`src/common/nes_pkg.sv`:
```
// Shared widths, addresses and encodings for the NES host glue
// Every design file refers to these by scoped name

package nes_pkg;

	typedef logic [7:0]  byte_t;          // One ROM or header byte
	typedef logic [21:0] mem_addr_t;      // Cartridge memory byte address
	typedef logic [31:0] mapper_flags_t;  // Mapper flag word for the core
	typedef logic [7:0]  joy_t;           // Button byte in host order
	typedef logic [2:0]  size_code_t;     // Log2 of the page count, saturating

	// Loader phases
	typedef enum logic [2:0] {
		HEADER,
		PRG,
		CHR,
		DONE,
		FAIL
	} loader_state_t;

	// Memory map
	localparam mem_addr_t PRG_BASE = 22'h000000;
	localparam mem_addr_t CHR_BASE = 22'h200000;  // Bit 21 selects CHR

	localparam int PRG_PAGE_SHIFT = 14;  // 16 KB pages
	localparam int CHR_PAGE_SHIFT = 13;  // 8 KB pages

	localparam int HEADER_BYTES = 16;

	// "NES" followed by MS-DOS EOF
	localparam logic [31:0] INES_MAGIC = 32'h4E45531A;

	// Core held in reset this long once the download ends
	localparam logic [7:0] DL_RESET_CYCLES = 8'd255;

	// Console runs on one clock in four, memory writes go out in this slot
	localparam logic [1:0] MEM_SLOT = 2'd3;

endpackage

```
`src/rom_loader/ines_header_decode.sv`:
```
// Combinational decode of the sixteen iNES header bytes
// Gives header validity, PRG and CHR byte counts and the mapper flag word

`timescale 1ns/1ns

module ines_header_decode (
	input  nes_pkg::byte_t         hdr [nes_pkg::HEADER_BYTES],
	input  logic                   invert_mirroring,
	output logic                   header_ok,
	output nes_pkg::mem_addr_t     prg_bytes,
	output nes_pkg::mem_addr_t     chr_bytes,
	output nes_pkg::mapper_flags_t flags
);

	logic                 is_nes20;
	logic                 tail_used;
	logic                 is_dirty;
	nes_pkg::byte_t       mapper;
	nes_pkg::size_code_t  prg_code;
	nes_pkg::size_code_t  chr_code;

	// Smallest n with pages <= 2**n, stuck at 7 above that
	function automatic nes_pkg::size_code_t size_code(input nes_pkg::byte_t pages);
		nes_pkg::size_code_t code;
		code = 3'd7;
		for (int n = 6; n >= 0; n--) begin
			if ({1'b0, pages} <= (9'd1 << n))
				code = n[2:0];
		end
		return code;
	endfunction

	// Bytes 8 to 15 carry data only in a 2.0 header
	always_comb begin
		tail_used = 1'b0;
		for (int i = 8; i < nes_pkg::HEADER_BYTES; i++) begin
			if (hdr[i] != 8'h00)
				tail_used = 1'b1;
		end
	end

	assign is_nes20 = (hdr[7][3:2] == 2'b10);
	assign is_dirty = !is_nes20 && tail_used;  // Junk from old dump tools

	assign header_ok = ({hdr[0], hdr[1], hdr[2], hdr[3]} == nes_pkg::INES_MAGIC) &&
		!hdr[6][2];  // No trainer support

	assign mapper = {is_dirty ? 4'h0 : hdr[7][7:4], hdr[6][7:4]};

	assign prg_code = size_code(hdr[4]);
	assign chr_code = size_code(hdr[5]);

	assign prg_bytes = nes_pkg::mem_addr_t'(hdr[4]) << nes_pkg::PRG_PAGE_SHIFT;
	assign chr_bytes = nes_pkg::mem_addr_t'(hdr[5]) << nes_pkg::CHR_PAGE_SHIFT;

	assign flags = {
		15'd0,
		hdr[6][3],                     // Four-screen
		hdr[5] == 8'h00,               // CHR RAM
		hdr[6][0] ^ invert_mirroring,  // Mirroring
		chr_code,
		prg_code,
		mapper
	};

endmodule

```
`src/rom_loader/ines_loader.sv`:
```
// Takes the ROM image a byte per strobe and places it in cartridge memory
// Header bytes are kept for decode, PRG goes from PRG_BASE and CHR from CHR_BASE
// load_done holds until loader_clear, load_error marks a rejected header

`timescale 1ns/1ns

module ines_loader (
	input  logic                   clk,
	input  logic                   reset,
	input  logic                   loader_clear,
	input  logic                   dl_strobe,
	input  nes_pkg::byte_t         dl_data,
	input  logic                   invert_mirroring,
	output logic                   wr_req,
	output nes_pkg::mem_addr_t     wr_addr,
	output nes_pkg::byte_t         wr_data,
	output nes_pkg::mapper_flags_t mapper_flags,
	output logic                   load_done,
	output logic                   load_error
);

	nes_pkg::loader_state_t state;
	nes_pkg::byte_t         hdr      [nes_pkg::HEADER_BYTES];
	nes_pkg::byte_t         hdr_view [nes_pkg::HEADER_BYTES];
	logic [3:0]             ctr;
	logic                   hdr_last;
	nes_pkg::mem_addr_t     bytes_left;
	logic                   last_byte;
	logic                   header_ok;
	nes_pkg::mem_addr_t     prg_bytes;
	nes_pkg::mem_addr_t     chr_bytes;
	nes_pkg::mapper_flags_t flags;

	// Decode sees the byte arriving now, so the check lands with the 16th strobe
	always_comb begin
		hdr_view = hdr;
		if (state == nes_pkg::HEADER && dl_strobe)
			hdr_view[ctr] = dl_data;
	end

	ines_header_decode decode_i (
		.hdr              (hdr_view),
		.invert_mirroring (invert_mirroring),
		.header_ok        (header_ok),
		.prg_bytes        (prg_bytes),
		.chr_bytes        (chr_bytes),
		.flags            (flags)
	);

	assign hdr_last  = (ctr == 4'(nes_pkg::HEADER_BYTES - 1));
	assign last_byte = (bytes_left == 22'd1);

	assign wr_req  = dl_strobe && (state == nes_pkg::PRG || state == nes_pkg::CHR) &&
		(bytes_left != '0);
	assign wr_data = dl_data;

	assign load_done  = (state == nes_pkg::DONE) || (state == nes_pkg::FAIL);
	assign load_error = (state == nes_pkg::FAIL);

	always_ff @(posedge clk) begin
		if (state == nes_pkg::HEADER && dl_strobe)
			hdr[ctr] <= dl_data;
	end

	always_ff @(posedge clk) begin
		if (reset || loader_clear) begin
			state <= nes_pkg::HEADER;
			ctr   <= '0;
		end else begin
			case (state)
				nes_pkg::HEADER: if (dl_strobe) begin
					ctr <= ctr + 4'd1;
					if (hdr_last) begin
						if (!header_ok) begin
							state <= nes_pkg::FAIL;
						end else if (prg_bytes != '0) begin
							state      <= nes_pkg::PRG;
							wr_addr    <= nes_pkg::PRG_BASE;
							bytes_left <= prg_bytes;
						end else if (chr_bytes != '0) begin
							state      <= nes_pkg::CHR;
							wr_addr    <= nes_pkg::CHR_BASE;
							bytes_left <= chr_bytes;
						end else begin
							state        <= nes_pkg::DONE;
							mapper_flags <= flags;
						end
					end
				end
				nes_pkg::PRG: if (wr_req) begin
					wr_addr    <= wr_addr + 22'd1;
					bytes_left <= bytes_left - 22'd1;
					if (last_byte && chr_bytes != '0) begin
						state      <= nes_pkg::CHR;
						wr_addr    <= nes_pkg::CHR_BASE;
						bytes_left <= chr_bytes;
					end else if (last_byte) begin
						state        <= nes_pkg::DONE;  // CHR RAM cart
						mapper_flags <= flags;
					end
				end
				nes_pkg::CHR: if (wr_req) begin
					wr_addr    <= wr_addr + 22'd1;
					bytes_left <= bytes_left - 22'd1;
					if (last_byte) begin
						state        <= nes_pkg::DONE;
						mapper_flags <= flags;
					end
				end
				nes_pkg::DONE, nes_pkg::FAIL: ;  // Wait for loader_clear
				default: state <= nes_pkg::HEADER;
			endcase
		end
	end

endmodule

```
`src/hdl/reset_ctrl.sv`:
```
// Core reset generation
// Holds the core from power-up to the first download, during a download,
// for a fixed time after it, and while a load error or the button is active

`timescale 1ns/1ns

module reset_ctrl (
	input  logic clk,
	input  logic reset,
	input  logic dl_active,
	input  logic reset_button,
	input  logic load_error,
	output logic nes_reset,
	output logic loader_clear
);

	logic       init_hold;  // Set until the first download begins
	logic [7:0] dl_cnt;

	always_ff @(posedge clk) begin
		if (reset) begin
			init_hold <= 1'b1;
			dl_cnt    <= '0;
		end else begin
			if (dl_active) begin
				init_hold <= 1'b0;
				dl_cnt    <= nes_pkg::DL_RESET_CYCLES;  // Reloaded for the whole download
			end else if (dl_cnt != '0) begin
				dl_cnt <= dl_cnt - 8'd1;
			end
		end
	end

	assign nes_reset = init_hold || dl_active || (dl_cnt != '0) ||
		load_error || reset_button;

	// Loader goes back to waiting for a header once everything has settled
	assign loader_clear = !dl_active && (dl_cnt == '0);

endmodule

```
`src/hdl/joypad_port.sv`:
```
// Two NES controller ports
// Buttons are loaded in parallel on the strobe and shifted out
// on each falling edge of the port's clock, bit 0 first

`timescale 1ns/1ns

module joypad_port (
	input  logic          clk,
	input  logic          nes_reset,
	input  nes_pkg::joy_t joy_a,
	input  nes_pkg::joy_t joy_b,
	input  logic          joy_swap,
	input  logic          pad_strobe,
	input  logic [1:0]    pad_clock,
	output logic [1:0]    pad_data
);

	nes_pkg::joy_t port_bits [2];
	nes_pkg::joy_t load_val  [2];
	logic [1:0]    last_clock;

	// Host order to the order the console reads them
	function automatic nes_pkg::joy_t nes_order(input nes_pkg::joy_t b);
		return {b[0], b[1], b[2], b[3], b[7], b[6], b[5], b[4]};
	endfunction

	assign load_val[0] = joy_swap ? nes_order(joy_b) : nes_order(joy_a);
	assign load_val[1] = joy_swap ? nes_order(joy_a) : nes_order(joy_b);

	always_ff @(posedge clk) begin
		if (nes_reset) begin
			last_clock <= '0;
			for (int p = 0; p < 2; p++)
				port_bits[p] <= '0;  // Nothing pressed while the core is held
		end else begin
			for (int p = 0; p < 2; p++) begin
				if (pad_strobe)
					port_bits[p] <= load_val[p];
				if (last_clock[p] && !pad_clock[p])
					port_bits[p] <= {1'b0, port_bits[p][7:1]};  // Empty port reads zero
			end
			last_clock <= pad_clock;
		end
	end

	assign pad_data = {port_bits[1][0], port_bits[0][0]};

endmodule

```
`src/hdl/mem_slot_writer.sv`:
```
// Console clock-enable and loader write scheduling
// A loader write is held and issued in the cycle after the memory slot,
// when the core is not using the memory

`timescale 1ns/1ns

module mem_slot_writer (
	input  logic               clk,
	input  logic               reset,
	input  logic               wr_req,
	input  nes_pkg::mem_addr_t wr_addr,
	input  nes_pkg::byte_t     wr_data,
	output logic               run_nes,
	output logic               mem_we,
	output nes_pkg::mem_addr_t mem_addr,
	output nes_pkg::byte_t     mem_data
);

	logic [1:0]         slot_cnt;
	logic               pending;  // One write waiting for its slot
	nes_pkg::mem_addr_t hold_addr;
	nes_pkg::byte_t     hold_data;

	assign run_nes = (slot_cnt == nes_pkg::MEM_SLOT);

	always_ff @(posedge clk) begin
		if (reset) begin
			slot_cnt <= '0;
			pending  <= 1'b0;
			mem_we   <= 1'b0;
		end else begin
			slot_cnt <= slot_cnt + 2'd1;
			pending  <= wr_req || (pending && !run_nes);
			mem_we   <= run_nes && pending;
		end
	end

	always_ff @(posedge clk) begin
		if (wr_req) begin
			hold_addr <= wr_addr;
			hold_data <= wr_data;
		end
		if (run_nes && pending) begin
			mem_addr <= hold_addr;
			mem_data <= hold_data;
		end
	end

endmodule

```
`src/hdl/nes_host.sv`:
```
// Host-side glue for the NES core
// Cartridge download, core reset, memory write slot and controller ports

`timescale 1ns/1ns

module nes_host (
	input  logic                   clk,
	input  logic                   reset,
	input  logic                   dl_active,
	input  logic                   dl_strobe,
	input  nes_pkg::byte_t         dl_data,
	input  logic                   invert_mirroring,
	input  logic                   reset_button,
	input  nes_pkg::joy_t          joy_a,
	input  nes_pkg::joy_t          joy_b,
	input  logic                   joy_swap,
	input  logic                   pad_strobe,
	input  logic [1:0]             pad_clock,
	output logic                   nes_reset,
	output logic                   run_nes,
	output logic                   mem_we,
	output nes_pkg::mem_addr_t     mem_addr,
	output nes_pkg::byte_t         mem_data,
	output nes_pkg::mapper_flags_t mapper_flags,
	output logic                   load_done,
	output logic                   load_error,
	output logic [1:0]             pad_data
);

	logic               loader_clear;
	logic               wr_req;
	nes_pkg::mem_addr_t wr_addr;
	nes_pkg::byte_t     wr_data;

	reset_ctrl reset_ctrl_i (
		.clk          (clk),
		.reset        (reset),
		.dl_active    (dl_active),
		.reset_button (reset_button),
		.load_error   (load_error),
		.nes_reset    (nes_reset),
		.loader_clear (loader_clear)
	);

	ines_loader loader_i (
		.clk              (clk),
		.reset            (reset),
		.loader_clear     (loader_clear),
		.dl_strobe        (dl_strobe),
		.dl_data          (dl_data),
		.invert_mirroring (invert_mirroring),
		.wr_req           (wr_req),
		.wr_addr          (wr_addr),
		.wr_data          (wr_data),
		.mapper_flags     (mapper_flags),
		.load_done        (load_done),
		.load_error       (load_error)
	);

	mem_slot_writer slot_i (
		.clk      (clk),
		.reset    (reset),
		.wr_req   (wr_req),
		.wr_addr  (wr_addr),
		.wr_data  (wr_data),
		.run_nes  (run_nes),
		.mem_we   (mem_we),
		.mem_addr (mem_addr),
		.mem_data (mem_data)
	);

	joypad_port joypad_i (
		.clk        (clk),
		.nes_reset  (nes_reset),
		.joy_a      (joy_a),
		.joy_b      (joy_b),
		.joy_swap   (joy_swap),
		.pad_strobe (pad_strobe),
		.pad_clock  (pad_clock),
		.pad_data   (pad_data)
	);

endmodule

```
`config.mk`:
```
export PLATFORM = sky130hd
export DESIGN_NAME = nes_host
export DESIGN_NICKNAME = d
export VERILOG_FILES = /design/src/common/nes_pkg.sv /design/src/rom_loader/ines_header_decode.sv /design/src/rom_loader/ines_loader.sv /design/src/hdl/reset_ctrl.sv /design/src/hdl/joypad_port.sv /design/src/hdl/mem_slot_writer.sv /design/src/hdl/nes_host.sv
export SDC_FILE = /design/constraint.sdc
export NUM_CORES = 1
export LEC_CHECK = 0
export ABC_AREA = 1
export BUFFER_PORTS_ARGS = -buffer_cell sky130_fd_sc_hd__buf_4
export CAP_MARGIN = 5
export CORE_UTILIZATION = 39
export CTS_CLUSTER_DIAMETER = 120
export DETAILED_ROUTE_END_ITERATION = 10
export GPL_ROUTABILITY_DRIVEN = 0
export PLACE_DENSITY_LB_ADDON = 0.2
export SETUP_SLACK_MARGIN = 0.5
export SYNTH_ARGS = -nofsm -noshare
export SYNTH_HDL_FRONTEND = slang
export SYNTH_SLANG_ARGS = --single-unit
export TNS_END_PERCENT = 30
```
`constraint.sdc`:
```
create_clock -name clk -period 6.4 [get_ports clk]
set_input_delay 1.28 -clock clk [delete_from_list [all_inputs] [get_ports clk]]
set_output_delay 1.28 -clock clk [all_outputs]
set_load 0.1 [all_outputs]
```
# --- Yosys cells after proc, flatten, opt, wreduce, memory -nomap -nowiden ---
# Memory sizes are Yosys's and may differ from the RTL's.
# Cells that the tools add are included.
classes:
  addsub: 5
  order_cmp: 16
  n_eq_ne: 18
  mux: 84
  bitwise: 8
  n_reduce_logical: 48
ops:
  columns: ["operator", "n"]
  rows:
  - ["two-way mux 22 bit", 16]
  - ["two-way mux 32 bit", 9]
  - ["case mux 22 bit (3 select lines)", 2]
  - ["bitwise mux 128 bit", 1]
  - ["two-way mux 128 bit", 1]
  - ["case mux 32 bit (3 select lines)", 1]
  - ["two-way mux 8 bit", 9]
  - ["nonzero test 8 bit", 9]
  - ["nonzero test 22 bit", 3]
  - ["two-way mux 3 bit", 20]
  - ["demux 8 bit (select 4 bit)", 1]
  - ["== test 32 x 31 -> 1 bit (second input constant)", 1]
  - ["adder 22 x 1 -> 22 bit (second input constant)", 1]
  - ["== test 22 x 1 -> 1 bit (second input constant)", 1]
  - ["two-way mux 1 bit", 22]
  - ["subtractor 22 x 1 -> 22 bit (second input constant)", 1]
  - ["less-or-equal comparator 8 x 1 -> 1 bit (second input constant)", 2]
  - ["less-or-equal comparator 8 x 2 -> 1 bit (second input constant)", 2]
  - ["less-or-equal comparator 8 x 3 -> 1 bit (second input constant)", 2]
  - ["less-or-equal comparator 8 x 4 -> 1 bit (second input constant)", 2]
  - ["less-or-equal comparator 8 x 5 -> 1 bit (second input constant)", 2]
  - ["less-or-equal comparator 8 x 6 -> 1 bit (second input constant)", 2]
  - ["less-or-equal comparator 8 x 7 -> 1 bit (second input constant)", 2]
  - ["zero test 8 bit", 2]
  - ["other kinds (30)", 65]
totals:
  ff_bits: 286
  ram_bits: 16
  input_bits: 34
  wordCells: 213
  n_memories: 1
memory_table:
  columns: ["memory", "words", "word_bits", "rd", "rd_clocked_by_memory_dff", "wr", "line_no", "source"]
  rows:
  - ["joypad_i.port_bits", 2, 8, 2, 0, 2, "joypad_port.sv:18", "nes_pkg::joy_t port_bits [2];"]

# --- Depth between registers and ports, before layout ---
# Gate-level depths: netlist of run 1.
logic_depth:
  ltp_word: 24
  ltp_mapped: 19
  depth_no_buf: 17

# --- Cells and area by module ---
# From an unflattened synthesis of run 1, not the netlist that was laid out.
hier_totals:
  cells_unflattened: 1516
  hier_area_um2: 13544.2
by_module_without_submodules:
  columns: ["module", "n_inst", "cells_each", "area_each_um2"]
  rows:
  - ["ines_loader", 1, 983, 8739.6]
  - ["mem_slot_writer", 1, 75, 1936.9]
  - ["ines_header_decode", 1, 229, 1207.4]
  - ["joypad_port", 1, 145, 1084.8]
  - ["reset_ctrl", 1, 84, 575.6]

# --- Worst setup path before layout of run 1 ---
# OpenSTA, ideal clock, no wires.
synth_timing:
  path_type: "input -> register"
  startpoint: "input dl_strobe"
  endpoint: "register loader_i.bytes_left[0], enable pin"
  setup_time_ns: 0.445
  t_arrival_ns: 4.438
  t_required_ns: 5.955
  path_slack_ns: 1.517
  cell_stages: 11
  n_path_buf: 2
  cell_sequence: "nand3_4 -> buf_6 -> clkbuf_1 -> nand2_1 -> a21boi_0 -> nand2_1 -> nor2_1 -> nand3_1 -> o21ai_1 -> nand2_1 -> nor2_1"
synth_between:
  elab_chain_len: 6
  word_cells_on_any_way: 15
  cone_classes: "6 x eq/ne; 1 x mux; 8 x reduce/logical"
synth_lines:
  columns: ["element", "line_no", "source"]
  rows:
  - ["from (decl)", "nes_host.sv:10", "input logic dl_strobe,"]
  - ["logical AND 1 bit", "ines_loader.sv:37", "if (state == nes_pkg::HEADER && dl_strobe)"]
  - ["two-way mux 128 bit", null, null]
  - ["== test 32 x 31 -> 1 bit or zero test 1 bit (tied branches)", "ines_header_decode.sv:45, ines_header_decode.sv:46", null]
  - ["logical AND 1 bit", "ines_header_decode.sv:45", "assign header_ok = ({hdr[0], hdr[1], hdr[2], hdr[3]} == nes_pkg::INES_MAGIC) &&"]
  - ["inequality test 2 x 1 -> 1 bit (no source line)", null, null]
  - ["AND reduction 8 bit (no source line) (*)", null, null]
  - ["to (signal assigned)", "ines_loader.sv:79", "bytes_left <= prg_bytes;"]
  - ["to (signal assigned)", "ines_loader.sv:83", "bytes_left <= chr_bytes;"]
  - ["to (signal assigned)", "ines_loader.sv:92", "bytes_left <= bytes_left - 22'd1;"]
  - ["to (decl)", "ines_loader.sv:27", "nes_pkg::mem_addr_t bytes_left;"]
# Mark *: on every way between the ends. The rest lies on a longest branch, timed or not.
# A chain may end at the register's enable or synchronous reset.

# --- Final worst setup path of run 1 ---
layout_timing:
  startpoint: "register reset_ctrl_i.dl_cnt[0]"
  endpoint: "output nes_reset"
layout_between:
  elab_chain_len: 4
layout_lines:
  columns: ["element", "line_no", "source"]
  rows:
  - ["from (decl)", "reset_ctrl.sv:18", "logic [7:0] dl_cnt;"]
  - ["from (signal assigned)", "reset_ctrl.sv:27", "dl_cnt <= nes_pkg::DL_RESET_CYCLES;"]
  - ["from (signal assigned)", "reset_ctrl.sv:29", "dl_cnt <= dl_cnt - 8'd1;"]
  - ["nonzero test 8 bit", "reset_ctrl.sv:34", "assign nes_reset = init_hold || dl_active || (dl_cnt != '0) ||"]
  - ["logical OR 1 bit (2 in series)", "reset_ctrl.sv:34", null]
  - ["logical OR 1 bit", "reset_ctrl.sv:35", "load_error || reset_button;"]
  - ["to (decl)", "nes_host.sv:19", "output logic nes_reset,"]
# No other way between the ends.

==> out/results.txt, run 1 <==
Most frequently used flop master after synthesis -> edfxtp_1
Antenna diodes -> 0
1st-iter DRT viols -> 711
Clock sink count -> 299
Max stage delay on crit path -> 0.82 ns
Crit. End Element -> output port
Crit Path Max Fanout -> 14
Die ar. -> 34400 um2
Starting Density -> 40.0%
Status -> completed
# IOs -> 103
Post-DP HPWL -> 19700 um
Reg area -> 7500 um2
Fin cells -> 2066
Antenna violation net count after detailed routing -> 0
Number of global-route vias before repair -> 9170
Multi-input combinational cell area -> 4790 um2
Vias per cell -> 4.75
Worst-Skew Late Latency -> 0.56 ns
Core Footprint -> 32800 um2
Root buf cell -> clkbuf_16
Skew final -> 0.0274 ns
Layout area overhead -> 16.8%
Sum Neg Setup Slack -> 0 ns
Max cap viols -> 0
Most common cell after layout, fill and taps aside -> nand2_1
Hold-fix buffer count after cts -> 0
Horiz. Die Dim -> 185 um
Power Density -> 289 nW/um2
Yosys warns -> 0
Setup Buffers After CTS -> 0
Share of cells above drive strength 1 -> 13.3%
Final wirelength -> 28900 um
Critical Path Most Common Cell -> inv_1
Synthesized Nets -> 1545
Crit path DAT -> 3.30 ns
Crit-path cells -> inv_1 > ha_1 > nand3_1 > nor2_1 > nand2_1 > nor2_1 > inv_1 > nor4_2 > inv_1 > buf_4
Worst slew pin tran -> 1.09 ns
Minimum clock period -> 4.58 ns
H-tree level count -> 1
Worst setup SP type -> flop
P_leak -> 6.57 nW
Async SR Flop Fraction -> 0%
Port bufs -> 102
#FFs+latches synth -> 299
Buf/Inv on CP -> 4
Cell area after synthesis -> 13100 um2
Max clock buf depth -> 3
Slew HR -> 26.9%
GR Overflow Total -> 0
Clk pin slew, worst setup/hold paths -> 0.06 ns
First-pass GRT wire length -> 46900 um
Leading area contributor after synthesis -> edfxtp_1
Routed len/inst -> 14.0 um
Worst Setup Path Type -> reg2out
Post-synthesis sequential area ratio -> 57.2%
DR DRC count -> 0
Die Y -> 185 um
Post-Synthesis Cells -> 1502
Post-synth cell types -> 47
Max-slew violation count -> 0
Critical path's slowest cell -> nor4_2
Required time of the critical path -> 5.12 ns
RSZ-0062 raised after global routing -> no
Worst hold-check path type -> reg2reg
Fin util -> 46.7%
Via count -> 9821
TritonCTS clock tree -> built
Peak Freq -> 219 MHz
Mean Syn Cell Area -> 8.73 um2
Final nets -> 1642
Fillers -> 3215
Final setup fails -> 0
Peak supply drop -> 0.206 mV
Placed cells -> 2008
Cell types occupying the most area after synthesis -> edfxtp_1 (35%), dfxtp_1 (23%), nand2_1 (13%), nor2_1 (4.7%), inv_1 (4.4%)
Final period util -> 71.5%
Hold Fails Final Rpt -> 0
Num CTS Buffers -> 31
Post-synth top area share -> 34.6%
Pin count of the biggest net entering global routing -> 45
Row cnt -> 66
Pre-Repair DR Iteration Count -> 6
Crit-path leading delay family -> simple AND/OR/NAND/NOR gates
Gr usage total -> 17.1%
Number of gates resized after CTS -> 0
Commonest non-fill, non-tap cells in the layout -> nand2_1 (457), nor2_1 (164), inv_1 (153)
Initial antenna violation count -> 0
Post-synth EDFFs -> 151
## per-stage QoR
step	hold WS, ns	worst slack [ns]	cell area [um2]	power, mW
global route	0.422	1.50	15300	4.63
floorplan	0.399	1.52	13100	2.53
CTS	0.416	1.75	15300	4.48
finish	0.416	1.82	15300	4.44
global placement	0.402	1.80	14300	2.66
detailed placement	0.405	1.76	14300	2.66
## state kept, by name, summed over array words and instances (netlist names), 16 cells and up
signal,count
loader_i.bytes_left,22
loader_i.wr_addr,22
joypad_i.port_bits,16
slot_i.mem_addr,22
loader_i.hdr,125
loader_i.mapper_flags,32
slot_i.hold_addr,22
## Yosys cell counts (5+ instances only)
master and instances:
a21boi_0 5, a21oi_1 22, a22oi_1 5, buf_2 8, clkbuf_1 29, clkinv_1 5
dfxtp_1 148, edfxtp_1 151, ha_1 9, inv_1 153, inv_2 6, nand2_1 457
nand2_2 6, nand3_1 80, nand4_1 11, nor2_1 165, nor2_4 26, nor3_1 21
o211ai_1 17, o21ai_0 90, o21ai_1 13, xnor2_1 14, xor2_1 16
## final timing paths
check | startpoint | endpoint | slack, ns | cells past startpoint
max | reset_ctrl_i.dl_cnt[0] | nes_reset | 1.82 | 10
min reg2reg | slot_i.hold_addr[2] | slot_i.mem_addr[2] | 0.42 | 0
max reg2reg | loader_i.state[0] | loader_i.wr_addr[9] | 2.50 | 12
min | slot_i.hold_addr[2] | slot_i.mem_addr[2] | 0.42 | 0
## logic make-up after synthesis
| group | share of synthesized area (%) |
|---|---|
| XOR/XNOR | 2.00 |
| buffers and inverters | 6.46 |
| AND/OR/NAND/NOR | 26.0 |
| flip-flops | 57.2 |
| AO/OA/AOI/OAI | 7.49 |
| adder cells (fa/ha/maj) | 0.858 |
## routing by layer
layer  wire (um)  track usage, %  up-vias
met5           0               0        -
met4         630            4.66        0
met1       13500            23.8     4521
met3        1250            1.95       48
met2       13500            28.1      186
li1            -               -     5066
## power by group
group / leakage [nW] / internal (mW) / switching (mW)
combinational: 3.42 / 0.167 / 0.339
sequential: 2.63 / 2.09 / 0.0298
clock: 0.513 / 1.06 / 0.749
## cell type report
cell class	instances	area share [%]
inverters	164	4.02
clock inverters	12	0.612
flip-flops and latches	299	48.9
multi-input cells	994	31.2
repair buffers	109	5.42
well taps	442	3.61
clock buffers	46	6.19
(Power assumes the default switching activity.)
==> run 2, diff against run 1 <==
==> constraint.sdc (replaced) <==
create_clock -name clk -period 4.75 [get_ports clk]
set_input_delay 0.95 -clock clk [delete_from_list [all_inputs] [get_ports clk]]
set_output_delay 0.95 -clock clk [all_outputs]
set_load 0.1 [all_outputs]
==> run 2 against run 1 <==
  * Sequential power up 35%
  * Worst hold slack worse by 0.0064 ns
  * Power up 40%
  * Clock power up 48%
  * Worst setup slack worse by 0.60 ns
  * First-iteration DRC count down 21%
  * Sequential share of layout area down 0.50 points
  * Die area unchanged
  * Combinational power up 33%
  * Clock skew down 0.011 ns
  * Wire length up 1.7%
  * Highest routed layer is now met5
==> out/results.txt, run 2 (synthesized netlist as in run 1, its figures left out) <==
Die ar. -> 34400 um2
Hold-fix buffer count after cts -> 0
Vias per cell -> 4.76
Antenna violation net count after detailed routing -> 0
Num CTS Buffers -> 35
Max cap viols -> 0
Final nets -> 1653
R2r worst-path depth -> 15
Worst-Skew Late Latency -> 0.52 ns
Row cnt -> 66
Crit-path cells -> inv_1 > ha_1 > nand3_1 > nor2_1 > nand2_1 > nor2_1 > inv_1 > nor4_2 > buf_4 > inv_1 > buf_4
Clock sink count -> 299
RSZ-0062 raised after global routing -> no
Final WS setup -> 1.23 ns
Cell count of the worst hold path -> 0
Final Total Pwr -> 6.21 mW
DR DRC count -> 0
Max FFs per register -> 125
Skew final -> 0.0162 ns
Critical path's slowest cell -> dfxtp_1
Final period util -> 74.2%
Crit Path Max Fanout -> 14
Crit path DAT -> 2.57 ns
Buf/Inv on CP -> 5
Crit Reg-Reg Startpoint -> loader_i.state[0]
Clk pin slew, worst setup/hold paths -> 0.06 ns
Top reg by flops -> loader_i.hdr
Worst hold-check path type -> reg2reg
Final setup fails -> 0
Crit. End Element -> output port
Status -> completed
Crit-path leading delay family -> buffers and inverters
Layout area overhead -> 18.0%
Post-DP HPWL -> 20200 um
Peak Freq -> 284 MHz
H-tree level count -> 2
Port bufs -> 102
Worst min-delay path endpoint -> slot_i.mem_addr[14]
Gr usage total -> 17.4%
GR Overflow Total -> 0
Register-to-Register Setup Slack -> 1.24 ns
# IOs -> 103
Placed cells -> 2015
Sum Neg Setup Slack -> 0 ns
Root buf cell -> clkbuf_16
Setup Buffers After CTS -> 0
Hold Fails Final Rpt -> 0
Peak supply drop -> 0.225 mV
Critical Path Most Common Cell -> inv_1
Largest regs -> loader_i.hdr: 125 flops, loader_i.mapper_flags: 32 flops
TritonCTS clock tree -> built
Number of global-route vias before repair -> 9249
Via count -> 9896
Pre-Repair DR Iteration Count -> 5
Initial antenna violation count -> 1
Max clock buf depth -> 3
Reg2reg end -> loader_i.mapper_flags[3]
Most common cell after layout, fill and taps aside -> nand2_1
1st-iter DRT viols -> 560
First-pass GRT wire length -> 47300 um
Setup slack at placement -> 0.773 ns
Worst setup SP type -> flop
Number of gates resized after CTS -> 0
Share of cells above drive strength 1 -> 13.8%
Horiz. Die Dim -> 185 um
Slew HR -> 39.5%
Pin count of the biggest net entering global routing -> 45
CP startpoint -> reset_ctrl_i.dl_cnt[0]
Minimum clock period -> 3.52 ns
Max stage delay on crit path -> 0.30 ns
Core Footprint -> 32800 um2
Worst slew pin tran -> 0.906 ns
Origin of the worst min-delay path -> slot_i.hold_addr[14]
Fin cells -> 2077
Antenna diodes -> 0
P_leak -> 6.65 nW
Die Y -> 185 um
Max-slew violation count -> 0
Power Density -> 401 nW/um2
Final wirelength -> 29400 um
Worst Setup Path Type -> reg2out
Required time of the critical path -> 3.80 ns
Commonest non-fill, non-tap cells in the layout -> nand2_1 (457), nor2_1 (164), inv_1 (153)
Starting Density -> 40.0%
Routed len/inst -> 14.1 um
run 2: cell count changes in the layout (fill, tap and decap cells not counted), moves of 2 or more:
cell,delta
clkbuf_16,+2
buf_4,+7
clkbuf_8,-3
bufinv_16,+3
clkinv_1,+2
inv_6,+2
run 2: power by group:
part / total [mW] / leakage [nW] / internal, mW / switching (mW)
sequential: 2.86 / 2.63 / 2.81 / 0.0421
clock: 2.68 / 0.565 / 1.64 / 1.04
combinational: 0.675 / 3.45 / 0.227 / 0.448
run 2: worst reg2reg max path, cell delays in order (launching register included):
cell	delay [ns]
dfxtp_1	0.37
nor2_4	0.21
nand3_4	0.35
buf_4	0.34
nor2_4	0.30
nand2_1	0.18
nand2_1	0.09
nand2_1	0.09
nor2_1	0.21
nand2_1	0.11
nor2_1	0.22
nand3_1	0.13
o21ai_1	0.10
inv_1	0.08
nor3_2	0.14
buf_4	0.27
run 2: layout make-up:
type                       count  area, um2
timing repair buffer         116        883
tap                          442        553
clock buffer                  44        950
inverter                     164        616
clock inverter                18        198
fill                        3183      17300
multi-input combinational    994       4790
sequential                   299       7500
run 2: metrics by stage:
stage | utilization, % | hold slack, ns | cell area, um2
floorplan | - | 0.399 | 13100
global placement | 43.7 | 0.402 | 14300
detailed placement | 43.7 | 0.405 | 14300
CTS | 47.2 | 0.406 | 15500
global route | 47.2 | 0.422 | 15500
finish | 47.2 | 0.409 | 15500
run 2: worst max-delay path by stage:
stage	slack, ns	end	cells past startpoint
after floorplan	0.83	nes_reset	6
after global placement	0.89	loader_i.mapper_flags[3]	15
after detailed placement	0.77	loader_i.mapper_flags[3]	15
after CTS	1.20	nes_reset	11
after global routing	0.86	loader_i.mapper_flags[7]	15
final	1.23	nes_reset	11
run 2: layer usage:
layer / wire (um) / vias to the layer above / GRT usage [%]
met4: 645 / 2 / 5.72
li1: - / 5093 / -
met2: 14100 / 201 / 29.7
met3: 1200 / 46 / 2.77
met5: 12 / - / 0
met1: 13400 / 4554 / 22.4
